**src/hw/mem_pkg.sv**
```systemverilog
`default_nettype none

////////////////////////////////////////////////////////////////////////////
// Shared types of the memory subsystem
////////////////////////////////////////////////////////////////////////////

package mem_pkg;

    // Size of one access
    // A byte takes one 8-bit lane, a word takes both
    typedef enum logic {
        size_byte = 1'b0,
        size_word = 1'b1
    } access_size_e;

    // Cause of the first recorded fault
    typedef enum logic [1:0] {
        fault_none  = 2'd0,
        fault_write = 2'd1,
        fault_read  = 2'd2
    } fault_kind_e;

endpackage

`default_nettype wire

```
**src/hw/fault_status.sv**
```systemverilog
`timescale 1ns/1ps
`default_nettype none

module fault_status #(
    parameter int RD_CHANNELS = 2,
    parameter int MEM_DEPTH   = 1024
) (
    input  logic                            clk,
    input  logic                            reset,
    input  logic                            fault_clear,

    // Pulses from the controller with their word addresses
    input  logic                            invalid_wr_addr,
    input  logic [$clog2(MEM_DEPTH)-1:0]    mem_wr_addr,
    input  logic                            invalid_rd_addr [RD_CHANNELS],
    input  logic [$clog2(MEM_DEPTH)-1:0]    mem_rd_addr     [RD_CHANNELS],

    // Sticky status
    output logic                            wr_fault,
    output logic                            rd_fault        [RD_CHANNELS],
    output mem_pkg::fault_kind_e            fault_kind,
    output logic [$clog2(MEM_DEPTH):0]      fault_addr
);

    localparam int ADDR_W = $clog2(MEM_DEPTH);

    mem_pkg::fault_kind_e new_kind;
    logic [ADDR_W:0]      new_addr;

    // Fault of this cycle, write first, then lowest channel
    // Only odd word accesses fault, so bit 0 of the byte address is set
    always_comb begin
        new_kind = mem_pkg::fault_none;
        new_addr = '0;
        if (invalid_wr_addr) begin
            new_kind = mem_pkg::fault_write;
            new_addr = {mem_wr_addr, 1'b1};
        end else begin
            for (int ch = RD_CHANNELS - 1; ch >= 0; ch--) begin
                if (invalid_rd_addr[ch]) begin
                    new_kind = mem_pkg::fault_read;
                    new_addr = {mem_rd_addr[ch], 1'b1};
                end
            end
        end
    end

    always_ff @(posedge clk) begin
        if (reset) begin
            wr_fault   <= 1'b0;
            fault_kind <= mem_pkg::fault_none;
            fault_addr <= '0;
            for (int ch = 0; ch < RD_CHANNELS; ch++) begin
                rd_fault[ch] <= 1'b0;
            end
        end else if (fault_clear) begin
            // A fault in the clear cycle survives as the new first fault
            wr_fault   <= invalid_wr_addr;
            fault_kind <= new_kind;
            fault_addr <= new_addr;
            for (int ch = 0; ch < RD_CHANNELS; ch++) begin
                rd_fault[ch] <= invalid_rd_addr[ch];
            end
        end else begin
            wr_fault <= wr_fault | invalid_wr_addr;
            for (int ch = 0; ch < RD_CHANNELS; ch++) begin
                rd_fault[ch] <= rd_fault[ch] | invalid_rd_addr[ch];
            end
            if (fault_kind == mem_pkg::fault_none && new_kind != mem_pkg::fault_none) begin
                fault_kind <= new_kind;
                fault_addr <= new_addr;
            end
        end
    end

endmodule

`default_nettype wire

```
**config.mk**
```make
export PLATFORM = sky130hd
export DESIGN_NAME = fault_status
export DESIGN_NICKNAME = d
export VERILOG_FILES = /design/src/hw/mem_pkg.sv /design/src/hw/fault_status.sv
export SDC_FILE = /design/constraint.sdc
export NUM_CORES = 1
export LEC_CHECK = 0
export BUFFER_PORTS_ARGS = -buffer_cell sky130_fd_sc_hd__buf_2
export CAP_MARGIN = 30
export CORE_MARGIN = 4
export CORE_UTILIZATION = 44
export DETAILED_ROUTE_END_ITERATION = 12
export GPL_ROUTABILITY_DRIVEN = 0
export PLACE_DENSITY_LB_ADDON = 0.1
export SLEW_MARGIN = 10
export SYNTH_ARGS = -nofsm -noshare
export SYNTH_HDL_FRONTEND = slang
export SYNTH_SLANG_ARGS = --single-unit
export TNS_END_PERCENT = 5
```
**constraint.sdc**
```tcl
create_clock -name clk -period 2.7 [get_ports clk]
set_clock_uncertainty 0.1 [all_clocks]
set_input_delay 0.81 -clock clk [delete_from_list [all_inputs] [get_ports clk]]
set_output_delay 0.81 -clock clk [all_outputs]
set_load 0.01 [all_outputs]
```
* Yosys cells after proc, flatten, opt, wreduce, memory -nomap -nowiden
Index checks and enable logic that the tools add are counted.
** Word-level totals
- Memories :: 0
- ROM bits :: 0
- Input bits :: 36
- Bits in writable memories :: 0
- Bits in latches :: 0
- Logic and storage cells :: 24
- Register bits after elaboration :: 16
** Cells by class
- Multiplexer cells :: 12
- $mul :: 0
- Reductions and logical operators :: 4
- Divide/modulo/power cells :: 0
- Equality and inequality tests :: 0
- $lt $le $gt $ge :: 0
- Add/sub/neg operators :: 0
- Bitwise logic cells :: 3
- Shift operators :: 0
** Operator list (number)
- two-way mux 11 bit :: 5
- two-way mux 2 bit :: 6
- nonzero test 2 bit :: 2
- bitwise OR 1 bit :: 3
- logical NOT 2 bit :: 1
- logical AND 1 bit :: 1
- two-way mux 1 bit :: 1

* Longest topological paths before layout
- Depth in word-level cells :: 7
- Mapped depth :: 4
- Mapped depth without buffers :: 3

* Worst setup path after synthesis
OpenSTA, ideal clock, no wires.
- Kind :: in2reg
- Start point :: in reset
- End point :: reg fault_addr[1]
- Path slack :: 894 ps
- Required time :: 2512 ps
- Stages :: 4
- Arrival time :: 1618 ps
- Cells stage by stage :: clkbuf_1 > a221o_1 > buf_6 > o32ai_2
** RTL lines
- start, declared :: RTL line fault_status.sv:9 : input logic reset,
- end signal, assigned :: RTL line fault_status.sv:60 : fault_addr <= new_addr;
- end signal, assigned :: RTL line fault_status.sv:71 : fault_addr <= new_addr;
- end, declared :: RTL line fault_status.sv:22 : output logic [$clog2(MEM_DEPTH):0] fault_addr

* Final worst setup path
- Start point :: in invalid_wr_addr
- End point :: reg fault_addr[9]
** Between the ends
- Word-level cells in the longest chain between the ends :: 4
- Elaborated cells on any way between the ends :: 7
- Classes of those cells :: mux (4); reduce/logical (3)
** Ends and longest elaborated chain
- start, declared :: RTL line fault_status.sv:13 : input logic invalid_wr_addr,
- two-way mux 2 bit :: RTL line fault_status.sv:35 : if (invalid_wr_addr) begin
- nonzero test 2 bit :: RTL line fault_status.sv:69 : if (fault_kind == mem_pkg::fault_none && new_kind != mem_pkg::fault_none) begin
- logical AND 1 bit :: RTL line fault_status.sv:69
- nonzero test 2 bit (no source line)
Parallel ways exist; a longest one is shown, timed or not. The select of a mux whose other input is x is not followed.
A chain may end at the register's enable or synchronous reset.

==> results by group <==
Critical path
  • Critical path class: in -> reg
  • FF-to-FF End: fault_addr[9]
  • Critical path endpoint category: flip-flop
  • Worst EP arrival: 2.11 ns
  • Max FO, Critical Path: 25
  • Worst setup path end: fault_addr[9]
  • FF-to-FF setup slack: 1.04 ns
  • Setup crit start kind: input pin
  • CP Launch Point: invalid_wr_addr
  • Worst reg-to-reg path cell count: 3
  • Worst flop-to-flop path startpoint: fault_kind[0]
  • Req. time, crit path: roughly 2.8 ns

Pwr
  • Clock power frac: 27.8%
  • Gate power share: ~25%
  • Power density cells: 502.1 mW/mm²
  • Worst vdd ir: 0.3303 mV
  • Pleak: about 0.0005 µW
  • Sw frac: approximately 28%
  • Sequential power share: about 47%
  • Power Internal: just over 400 µW
  • NetSw: ~160 µW

Detailed routing
  • Final ANT Viol Nets: 0
  • Average wire per standard cell: approximately 14 µm
  • DRC: 0
  • Vias per inst: between 5 and 6
  • DRT Pass-1 Iters: 4
  • DR vias: 840
  • Total Wirelength: between 2000 and 2500 µm
  • Drt first-iter violations: 9

Synth
  • Sequential area share after synthesis: about 39%
  • Cell with the most instances after synthesis: dfxtp_1
  • Ys Warns: 0
  • Synth cell count leaders: dfxtp_1 (16), nor2b_1 (13), a221oi_1 (10), nand2_1 (10), o32ai_2 (9)
  • EDFF count, synth: 0
  • Post-synth top area cell: dfxtp_1
  • Synth unique cells: 21
  • Ranking of synthesized cells by area: dfxtp_1 (39%), o32ai_2 (18%), a221oi_1 (11%)
  • Async SR Flop Fraction: 0%
  • Yosys reg bits: 16
  • Synth Flop Type: dfxtp_1
  • Yosys top cell area share: between 30% and 40%
  • Mean post-synth cell area: between 9 and 10 µm²
  • Synth Instances: 87
  • Syn_nets: ~120
  • Synth Cell Area: 823.3 µm²

Floorplan
  • Row count: 15
  • DIE AREA: roughly 0.0026 mm²
  • I/O Pins: 52
  • Initial core utilization: 47.17%
  • Die span in x: 51.26 µm
  • Core area: 0.001745 mm²
  • Die height: 51.26 µm

Flow run
  • Max Cap Viol: 0

Placement
  • Final HPWL DP: 1638 µm
  • I/O Buffers: 51
  • Dpl ws: between 0.4 and 0.5 ns

Clock tree
  • Clock transition at the registers of the reported paths: ~0.10 ns
  • Hold Buf Count CTS: 0
  • CTS H-tree lvls: 1
  • Post-CTS Setup Repair Bufs: 0
  • CTS max path bufs: 2
  • Worst-Skew Late Latency: roughly 0.27 ns
  • CTS root buf: clkbuf_4
  • TritonCTS clock tree: yes
  • Post-CTS Resized: 0
  • Num CTS Buffers: 3
  • Sink Count: 16

Cells and area
  • Multi-input logic area: 460.4 µm²
  • Ant diodes: 0
  • Nets@finish: 173
  • Layout cells sized above 1: a little under half
  • Reg area: between 300 and 400 µm²
  • Filler cells: ~170
  • Synth-to-Final Area Change: 35.87%

STA
  • Setup TNS: 0 ns
  • Fin crit period: just over 2 ns
  • Unrepaired setup endpoints after global routing: false
  • Final setup vio count: 0
  • Max Slew Vio Count: 0
  • Slew headroom: between 50 and 60%
  • Least-Margin Pin Slew: approximately 0.61 ns
  • Max Fclk: between 0.4 and 0.5 GHz
  • Fin worst setup slack: slightly below 0.7 ns
  • Post-route clock period utilization: 74.47%
  • Final Hold Vio Count: 0

Global route
  • First-pass GRT wire length: approximately 3600 µm
  • Largest net degree at the start of global routing: 26
  • GR Util All Layers: 17.69%
  • Grt ovf: 0
  • Vias in the first global route: ~840
  • Number of antenna violations at the first check in global routing: 0

Outcome
  • Status: complete, no violations

Worst hold path
  • Hold crit path type: reg -> reg
[layout make-up]
cell class,instances,share of cell area (%)
repair buffers,52,23.49
inverters,2,0.6711
well taps,25,2.796
clock buffers,4,3.244
multi-input cells,62,41.16
flip-flops and latches,16,28.64
[worst max-delay path, cell delays in order]
cell and delay, ns:
buf_2 0.33, nor2_1 0.10, a221o_1 0.53, o32ai_2 0.33
[cell usage in the layout, fill, tap and decap left out]
cell / n
clkbuf_4: 3
nand2b_1: 1
o32ai_2: 9
clkbuf_8: 1
buf_2: 51
nand2_1: 10
or2_0: 1
a21oi_1: 6
o21a_1: 1
o21ai_1: 1
nor2b_1: 13
dfxtp_1: 16
a221o_1: 1
o32ai_1: 1
inv_1: 1
buf_4: 1
or3_1: 1
nor2_1: 6
nor3_1: 1
a221oi_1: 10
clkinv_1: 1
[how the worst min path moves through the flow]
| stage | end | slack [ns] | depth (start not counted) | start |
|---|---|---|---|---|
| 2_1_floorplan | fault_addr[10] | 0.39 | 2 | fault_addr[10] |
| 3_3_place_gp | fault_addr[0] | 0.35 | 1 | fault_addr[0] |
| 3_5_place_dp | fault_addr[0] | 0.35 | 1 | fault_addr[0] |
| 4_1_cts | fault_addr[0] | 0.37 | 1 | fault_addr[0] |
| 5_1_grt | fault_addr[10] | 0.40 | 2 | fault_addr[10] |
| 6_report | fault_addr[0] | 0.38 | 1 | fault_addr[0] |
[per-stage QoR]
stage / cells / instance area, µm² / hold slack (ns) / util (%) / power [µW]
global placement: 157 / 1082 / 0.3468 / 62.01 / 410.1
detailed placement: 157 / 1082 / 0.3505 / 62.01 / 412.0
global route: 161 / 1119 / 0.4050 / 64.09 / 595.1
floorplan: 87 / 823.3 / 0.3941 / - / 355.1
finish: 161 / 1119 / 0.3756 / 64.09 / 561.6
CTS: 161 / 1119 / 0.3737 / 64.09 / 568.8
[kinds of logic after synthesis]
group,count (synthesis),share of synthesized area [%]
buf+inv,9,5.165
flops,16,38.91
simple gates,33,20.06
compound gates,29,35.87
[layer usage]
metal | wire (µm) | GRT usage (%) | share of wire [%] | up-vias
li1 | - | - | - | 425
met1 | 973 | 22.48 | 45 | 382
met2 | 1001 | 28.97 | 46 | 31
met3 | 186 | 4.082 | 8.5 | 2
met4 | 21 | 6.550 | 0.96 | 0
met5 | 0 | 0 | 0 | -
[state kept, by name (all words and copies together) (netlist names)]
name	cells
fault_kind	2
fault_addr	11
rd_fault	2
wr_fault	1
[power groups by stage]
stage	logic [µW]	registers (µW)	clock network, µW
4_1_cts	141	266	162
3_3_place_gp	139	271	0
2_1_floorplan	73.6	282	0
6_report	139	266	156
5_1_grt	154	269	172
3_5_place_dp	141	271	0
Power figures use the tool's default switching activity.
