**config.mk**
```make
export PLATFORM = sky130hd
export DESIGN_NAME = cpu_memory_controller
export DESIGN_NICKNAME = d
export VERILOG_FILES = /design/src/hw/mem_pkg.sv /design/src/hw/cpu_memory_controller.sv
export SDC_FILE = /design/constraint.sdc
export NUM_CORES = 1
export LEC_CHECK = 0
export ABC_AREA = 1
export BUFFER_PORTS_ARGS = -buffer_cell sky130_fd_sc_hd__buf_4
export CORE_MARGIN = 2
export CORE_UTILIZATION = 48
export DETAILED_ROUTE_END_ITERATION = 10
export PLACE_DENSITY = 0.89
export SKIP_CTS_REPAIR_TIMING = 1
export SYNTH_ARGS = -nofsm -noshare
export SYNTH_HDL_FRONTEND = slang
export SYNTH_SLANG_ARGS = --single-unit
export TNS_END_PERCENT = 5
```
**constraint.sdc**
```tcl
create_clock -name clk -period 1.69 [get_ports clk]
set_clock_uncertainty 0.2 [all_clocks]
set_input_delay 0.169 -clock clk [delete_from_list [all_inputs] [get_ports clk]]
set_output_delay 0.169 -clock clk [all_outputs]
set_load 0.01 [all_outputs]
```
**src/hw/mem_pkg.sv**
```systemverilog
`default_nettype none

////////////////////////////////////////////////////////////////////////////
// Shared types of the memory subsystem
////////////////////////////////////////////////////////////////////////////

package mem_pkg;

    // Size of one access
    // A byte takes one 8-bit lane, a word takes both
    typedef enum logic {
        size_byte = 1'b0,
        size_word = 1'b1
    } access_size_e;

    // Cause of the first recorded fault
    typedef enum logic [1:0] {
        fault_none  = 2'd0,
        fault_write = 2'd1,
        fault_read  = 2'd2
    } fault_kind_e;

endpackage

`default_nettype wire

```
**src/hw/cpu_memory_controller.sv**
```systemverilog
`timescale 1ns/1ps
`default_nettype none

module cpu_memory_controller #(
    parameter int MEM_DEPTH   = 1024,
    parameter int WORD_SIZE   = 16,
    parameter int RD_CHANNELS = 2
) (
    input  logic                            clk,
    input  logic                            reset,

    // Write request
    input  logic                            wr_en,
    input  mem_pkg::access_size_e           wr_size,
    input  logic [WORD_SIZE-1:0]            wr_addr,
    input  logic [WORD_SIZE-1:0]            wr_data,

    // Read requests
    input  logic                            rd_en       [RD_CHANNELS],
    input  mem_pkg::access_size_e           rd_size     [RD_CHANNELS],
    input  logic [WORD_SIZE-1:0]            rd_addr     [RD_CHANNELS],

    // Returned RAM data
    input  logic                            mem_rd_done [RD_CHANNELS],
    input  logic [WORD_SIZE-1:0]            mem_rd_data [RD_CHANNELS],

    // RAM access
    output logic [1:0]                      mem_wr_en,
    output logic [$clog2(MEM_DEPTH)-1:0]    mem_wr_addr,
    output logic [WORD_SIZE-1:0]            mem_wr_data,
    output logic                            mem_rd_en   [RD_CHANNELS],
    output logic [$clog2(MEM_DEPTH)-1:0]    mem_rd_addr [RD_CHANNELS],

    // Completions
    output logic                            rd_done     [RD_CHANNELS],
    output logic [WORD_SIZE-1:0]            rd_data     [RD_CHANNELS],

    // Fault pulses
    output logic                            invalid_wr_addr,
    output logic                            invalid_rd_addr [RD_CHANNELS]
);

    localparam int ADDR_W = $clog2(MEM_DEPTH);
    localparam int H_WORD = WORD_SIZE / 2;

    logic wr_misaligned;

    // Word access to an odd byte address
    assign wr_misaligned = (wr_size == mem_pkg::size_word) && wr_addr[0];

    ////////////////////////////////////////////////////////////////////////////
    // Write path
    ////////////////////////////////////////////////////////////////////////////

    // Lane enables and fault pulse
    always_ff @(posedge clk) begin
        if (reset) begin
            mem_wr_en       <= 2'b00;
            invalid_wr_addr <= 1'b0;
        end else begin
            invalid_wr_addr <= wr_en && wr_misaligned;
            if (!wr_en || wr_misaligned) begin
                mem_wr_en <= 2'b00;
            end else if (wr_size == mem_pkg::size_word) begin
                mem_wr_en <= 2'b11;
            end else begin
                // Bit 0 is the even byte, bit 1 the odd byte
                mem_wr_en <= {wr_addr[0], ~wr_addr[0]};
            end
        end
    end

    // Word address and steered data
    always_ff @(posedge clk) begin
        if (wr_en) begin
            mem_wr_addr <= wr_addr[ADDR_W:1];
            if (wr_size == mem_pkg::size_word) begin
                mem_wr_data <= wr_data;
            end else begin
                // Same byte on both lanes, the enable picks one
                mem_wr_data <= {wr_data[H_WORD-1:0], wr_data[H_WORD-1:0]};
            end
        end
    end

    ////////////////////////////////////////////////////////////////////////////
    // Read channels
    ////////////////////////////////////////////////////////////////////////////

    for (genvar ch = 0; ch < RD_CHANNELS; ch++) begin : g_rd_chan
        // Request attributes travelling with the access
        mem_pkg::access_size_e size_s1;
        mem_pkg::access_size_e size_s2;
        logic                  lsb_s1;
        logic                  lsb_s2;
        logic [H_WORD-1:0]     sel_byte;

        // Byte picked from the returned word
        assign sel_byte = lsb_s2 ? mem_rd_data[ch][WORD_SIZE-1:H_WORD]
                                 : mem_rd_data[ch][H_WORD-1:0];

        // Strobes of the pipeline
        always_ff @(posedge clk) begin
            if (reset) begin
                mem_rd_en[ch]       <= 1'b0;
                invalid_rd_addr[ch] <= 1'b0;
                rd_done[ch]         <= 1'b0;
            end else begin
                mem_rd_en[ch]       <= rd_en[ch];
                invalid_rd_addr[ch] <= rd_en[ch] && (rd_size[ch] == mem_pkg::size_word)
                                       && rd_addr[ch][0];
                rd_done[ch]         <= mem_rd_done[ch];
            end
        end

        // Stage 1 captures the request
        always_ff @(posedge clk) begin
            if (rd_en[ch]) begin
                mem_rd_addr[ch] <= rd_addr[ch][ADDR_W:1];
                size_s1         <= rd_size[ch];
                lsb_s1          <= rd_addr[ch][0];
            end
        end

        // Stage 2 runs beside the RAM access
        always_ff @(posedge clk) begin
            size_s2 <= size_s1;
            lsb_s2  <= lsb_s1;
        end

        // Stage 3 shapes the returned word
        always_ff @(posedge clk) begin
            if (mem_rd_done[ch]) begin
                if (size_s2 == mem_pkg::size_word) begin
                    rd_data[ch] <= mem_rd_data[ch];
                end else begin
                    rd_data[ch] <= {sel_byte, sel_byte};
                end
            end
        end
    end

endmodule

`default_nettype wire

```
; After elaboration in Yosys (flattened, before gate mapping)
; Cells that the tools add are included.
[word_totals]
ff_bits = 95
in_bits = 106
output_inout_bits = 87
wordCells = 38
[classes]
mux = 6
bitwise_logic = 1
reduce_logical = 9
[ops]
columns = cell, count
row1 = $mux W16, 3
row2 = $mux W8, 2
row3 = $logic_and A1 B1 Y1, 6
row4 = $mux W2, 1
row5 = $reduce_or A2 Y1, 1
row6 = $logic_not A1 Y1, 1
row7 = $logic_or A1 B1 Y1, 1
row8 = $not A1 Y1, 1

; Logic depth before layout (Yosys ltp)
[logic_depth]
word_depth = 3
mapped_depth = 5
depth_no_buf = 4

; Least setup slack after synthesis
; No wires, ideal clock.
[synth_timing]
path_kind = reg2reg
start = register g_rd_chan[1].size_s2
end = register rd_data[10] in the netlist's numbering (data pin)
setup_ns = 0.255
t_arrival_ns = 0.665
required_ns = 1.235
setup_slack_ns = 0.571
stages_incl_launch_ff = 5
path_buffers = 2
period_less_slack_ns = 1.119
cell_sequence = dfxtp_1 > buf_4 > buf_4 > nand2_1 > nand2_1
[synth_between]
elab_chain_len = 1
[synth_rtl]
columns = item, line
row1 = "start, declared", cpu_memory_controller.sv:93  ; mem_pkg::access_size_e size_s2;
row2 = "start signal, assigned", cpu_memory_controller.sv:127  ; size_s2 <= size_s1;
row3 = $mux W16, cpu_memory_controller.sv:134  ; if (size_s2 == mem_pkg::size_word) begin
row4 = "end signal, assigned by index", cpu_memory_controller.sv:135  ; rd_data[ch] <= mem_rd_data[ch];
row5 = "end signal, assigned by index", cpu_memory_controller.sv:137  ; rd_data[ch] <= {sel_byte, sel_byte};
row6 = "end, declared", cpu_memory_controller.sv:36  ; output logic [WORD_SIZE-1:0] rd_data [RD_CHANNELS],
; No other way between the ends.
; A chain may end at the register's enable or synchronous reset.

; Final worst setup path
[layout_timing]
start = input mem_rd_done[0] in the netlist's numbering
end = register rd_done[0] in the netlist's numbering
[layout_lines]
columns = item, line
row1 = "start, declared", cpu_memory_controller.sv:24  ; input logic mem_rd_done [RD_CHANNELS],
row2 = "end signal, assigned by index", cpu_memory_controller.sv:112  ; rd_done[ch] <= mem_rd_done[ch];
row3 = "end, declared", cpu_memory_controller.sv:35  ; output logic rd_done [RD_CHANNELS],
; No word-level cell between the ends.

==> flow_metrics.tcl <==
set metrics [dict create \
    vias_in_the_first_global_route 2783 \
    drt_iter0_drc 282 \
    post_synth_mux_area_share 0 \
    path_common_cell "dlygate4sd3_1" \
    synth.largest_area_cell "edfxtp_1" \
    port_buffers 177 \
    pwr_density_cell_nw_per_um2 879 \
    cts.reportedPaths.clkPinSlew_ns 0.10 \
    synth_enable_flop_cells 82 \
    timing.slew.headroom 0.722 \
    synth.most_common_cell "nand2_1" \
    synth.cell_area_sq_um 3560 \
    remaining_drc_errors 0 \
    ys_dominant_reg_cell "edfxtp_1" \
    numClockSinks 95 \
    yosysUniqueCellTypes 13 \
    cp_num_buf_inv 4 \
    post-place-ws_ns 0.383 \
    row_count 31 \
    die-area_sq_um 8130 \
    route.detailed.wl_per_inst_um 15.8 \
    period_share 0.909 \
    power.ir.vdd_worst_mv 0.717 \
    regArea_sq_um 2720 \
    cp_slowest_cell "dlygate4sd3_1" \
    fraction_of_the_mapped_netlist_area_in_simple_logic_gates 0.148 \
    setup_tns_ns 0 \
    achievable-frequency_ghz 0.651 \
    drt-total-wl_um 10600 \
    layout.cells.non_filler 671 \
    final.min_clock_period_ns 1.54 \
    postSynthNetCount 401 \
    timing.critical_path.required_ns 1.78 \
    clk_path_buf_depth 2 \
    numCtsBuffers 9 \
    grt_setup_unrepaired "false" \
    die_w_um 90.2 \
    slowest_delay_ns 0.54 \
    slew_violations 0 \
    setup_ws_ns 0.153 \
    critPathTopFamily "buffers and inverters" \
    drive_above_1_share 0.351 \
    dpl_cell_area_sq_um 4960 \
    drv.max_cap_violation_count 0 \
    fill_cells 358 \
    design.portCount 193 \
    globalRouteTotalUtil 0.195 \
    cp.arrival_ns 1.63 \
    dr.pass1.iters 5 \
    synth_cells 295 \
    synth-compound-area-share 0.0133 \
    insertedDiodeCount 0 \
    layout.nets 673 \
    worstMarginPinSlew_ns 0.416 \
    grt_antenna_before_repair 0 \
    hold_path.class "in -> reg" \
    timing.final.setup_violations 0 \
    synth_xor_xnor_area_share 0 \
    routabilityCongestion 0.752 \
    async_reset_ff_frac 0 \
    synth-warning-count 0 \
    cellLeakagePower_nw 2.89 \
    path_class "in -> reg" \
    area_fraction_of_the_dominant_cell_type_after_synthesis 0.691 \
    fp.dieH_um 90.2 \
    design.core.area_sq_um 7210 \
    final_area_sq_um 6060 \
    postSynthAreaPerCell_sq_um 12.1 \
    largest_net_degree_at_the_start_of_global_routing 29 \
    adder_cell_fraction_of_synth_area 0 \
    wire_length_of_the_first_global_routing_pass_um 12500 \
    vias_per_cell 4.76 \
    worst_setup_path_end_kind "flip-flop" \
    ys_seq_elements 95 \
    tritoncts "done" \
    detailedPlacementHpwl_um 6130 \
    area.growth.synth_to_final_pct 70.1 \
    multi_input_area_sq_um 576 \
    dp.cells 565 \
    gr_ovfl_total 0 \
    critPathLaunchType "input port" \
    synth_top_cells_by_area "edfxtp_1 69%, nand2_1 12%, dfxtp_1 7.3%" \
    final-hold-violation-count 0 \
    path_max_fanout 17 \
    synth_top_family_by_area "simple AND/OR/NAND/NOR gates" \
    starting_utilization_of_the_core_area 0.494 \
    synthTopCellsByCount "110 x nand2_1, 82 x edfxtp_1, 45 x inv_1, 17 x nand3_1, 13 x dfxtp_1" \
    seq_area_frac_synth 0.764 \
    worstPathCellList "dlygate4sd3_1 > buf_4 > inv_1 > nor2_1 > dlygate4sd3_1" \
    status "finished clean" \
    clock_tree.htree_level_count 3 \
    routed-via-count 3195 \
    clk_root_buffer_cell "clkbuf_8" \
    worst_skew_late_latency_ns 0.35 \
    drtAntennaViolNets 0 \
]
==> worst paths after layout <==
kind | slack (ns) | end | from | cells after the start
hold reg to reg | 0.15 | g_rd_chan[0].size_s2 | g_rd_chan[0].size_s1 | 0
hold / removal | 0.04 | mem_wr_data[3] | wr_en | 1
setup / recovery | 0.15 | rd_done[0] | mem_rd_done[0] | 5
setup reg to reg | 0.30 | rd_data[20] | g_rd_chan[0].lsb_s2 | 3
==> sequential cells by signal, indices dropped and copies added (netlist names), 10 cells and up <==
name and count:
mem_rd_addr 20, rd_data 32, mem_wr_data 16, mem_wr_addr 10
==> worst reg2reg max path, cell delays in order (launching register included) <==
cell,delay [ns]
dfxtp_1,0.58
nand2_1,0.13
nand3_1,0.16
nand2_1,0.08
==> routing by layer <==
layer / part of all wire / global-route usage / vias to the layer above
li1: - / - / 1488
met1: 0.34 / 0.203 / 1488
met2: 0.55 / 0.371 / 187
met3: 0.079 / 0.0553 / 32
met4: 0.033 / 0.0718 / 0
met5: 0 / 0 / -
==> cell families (layout without fill, tap and decap cells) <==
logic type | Yosys count | count (layout)
compound gates | 8 | 8
buf+inv | 57 | 334
flops | 95 | 95
simple gates | 135 | 135
==> final cells by class <==
type | count | area share
timing repair buffer | 269 | 0.370
multi-input combinational | 143 | 0.0949
inverter | 49 | 0.0316
clock buffer | 10 | 0.0227
sequential | 95 | 0.449
tap | 99 | 0.0204
clock inverter | 6 | 0.0113
==> metrics by stage <==
stage               total power, mW  hold WS, ns   util
floorplan                      3.15       0.0402      -
global placement               3.60        0.125  0.687
detailed placement             3.64        0.127  0.687
CTS                            5.12       -0.221  0.716
global route                   5.52       0.0295  0.841
finish                         5.33       0.0439  0.841
==> power by group <==
group | total, mW | leakage (nW) | switching, mW | internal (mW)
sequential | 2.83 | 0.913 | 0.0704 | 2.76
combinational | 0.960 | 1.88 | 0.432 | 0.528
clock | 1.54 | 0.103 | 0.804 | 0.733
total | 5.33 | 2.89 | 1.31 | 4.02
==> cell usage in the layout, fill, tap and decap left out <==
cell	netlist	final
bufinv_16	0	1
dlygate4sd3_1	0	90
nand3_1	17	17
o21ai_0	4	4
o21ai_2	2	2
clkbuf_8	0	10
dfxtp_1	13	13
clkinvlp_4	0	1
inv_2	1	1
inv_4	3	3
clkinv_4	0	2
inv_1	45	45
edfxtp_1	82	82
buf_4	4	179
nand2_1	110	110
nor2_1	8	8
clkinv_2	0	1
inv_6	0	1
o21ai_1	2	2
Power figures use the tool's default switching activity.
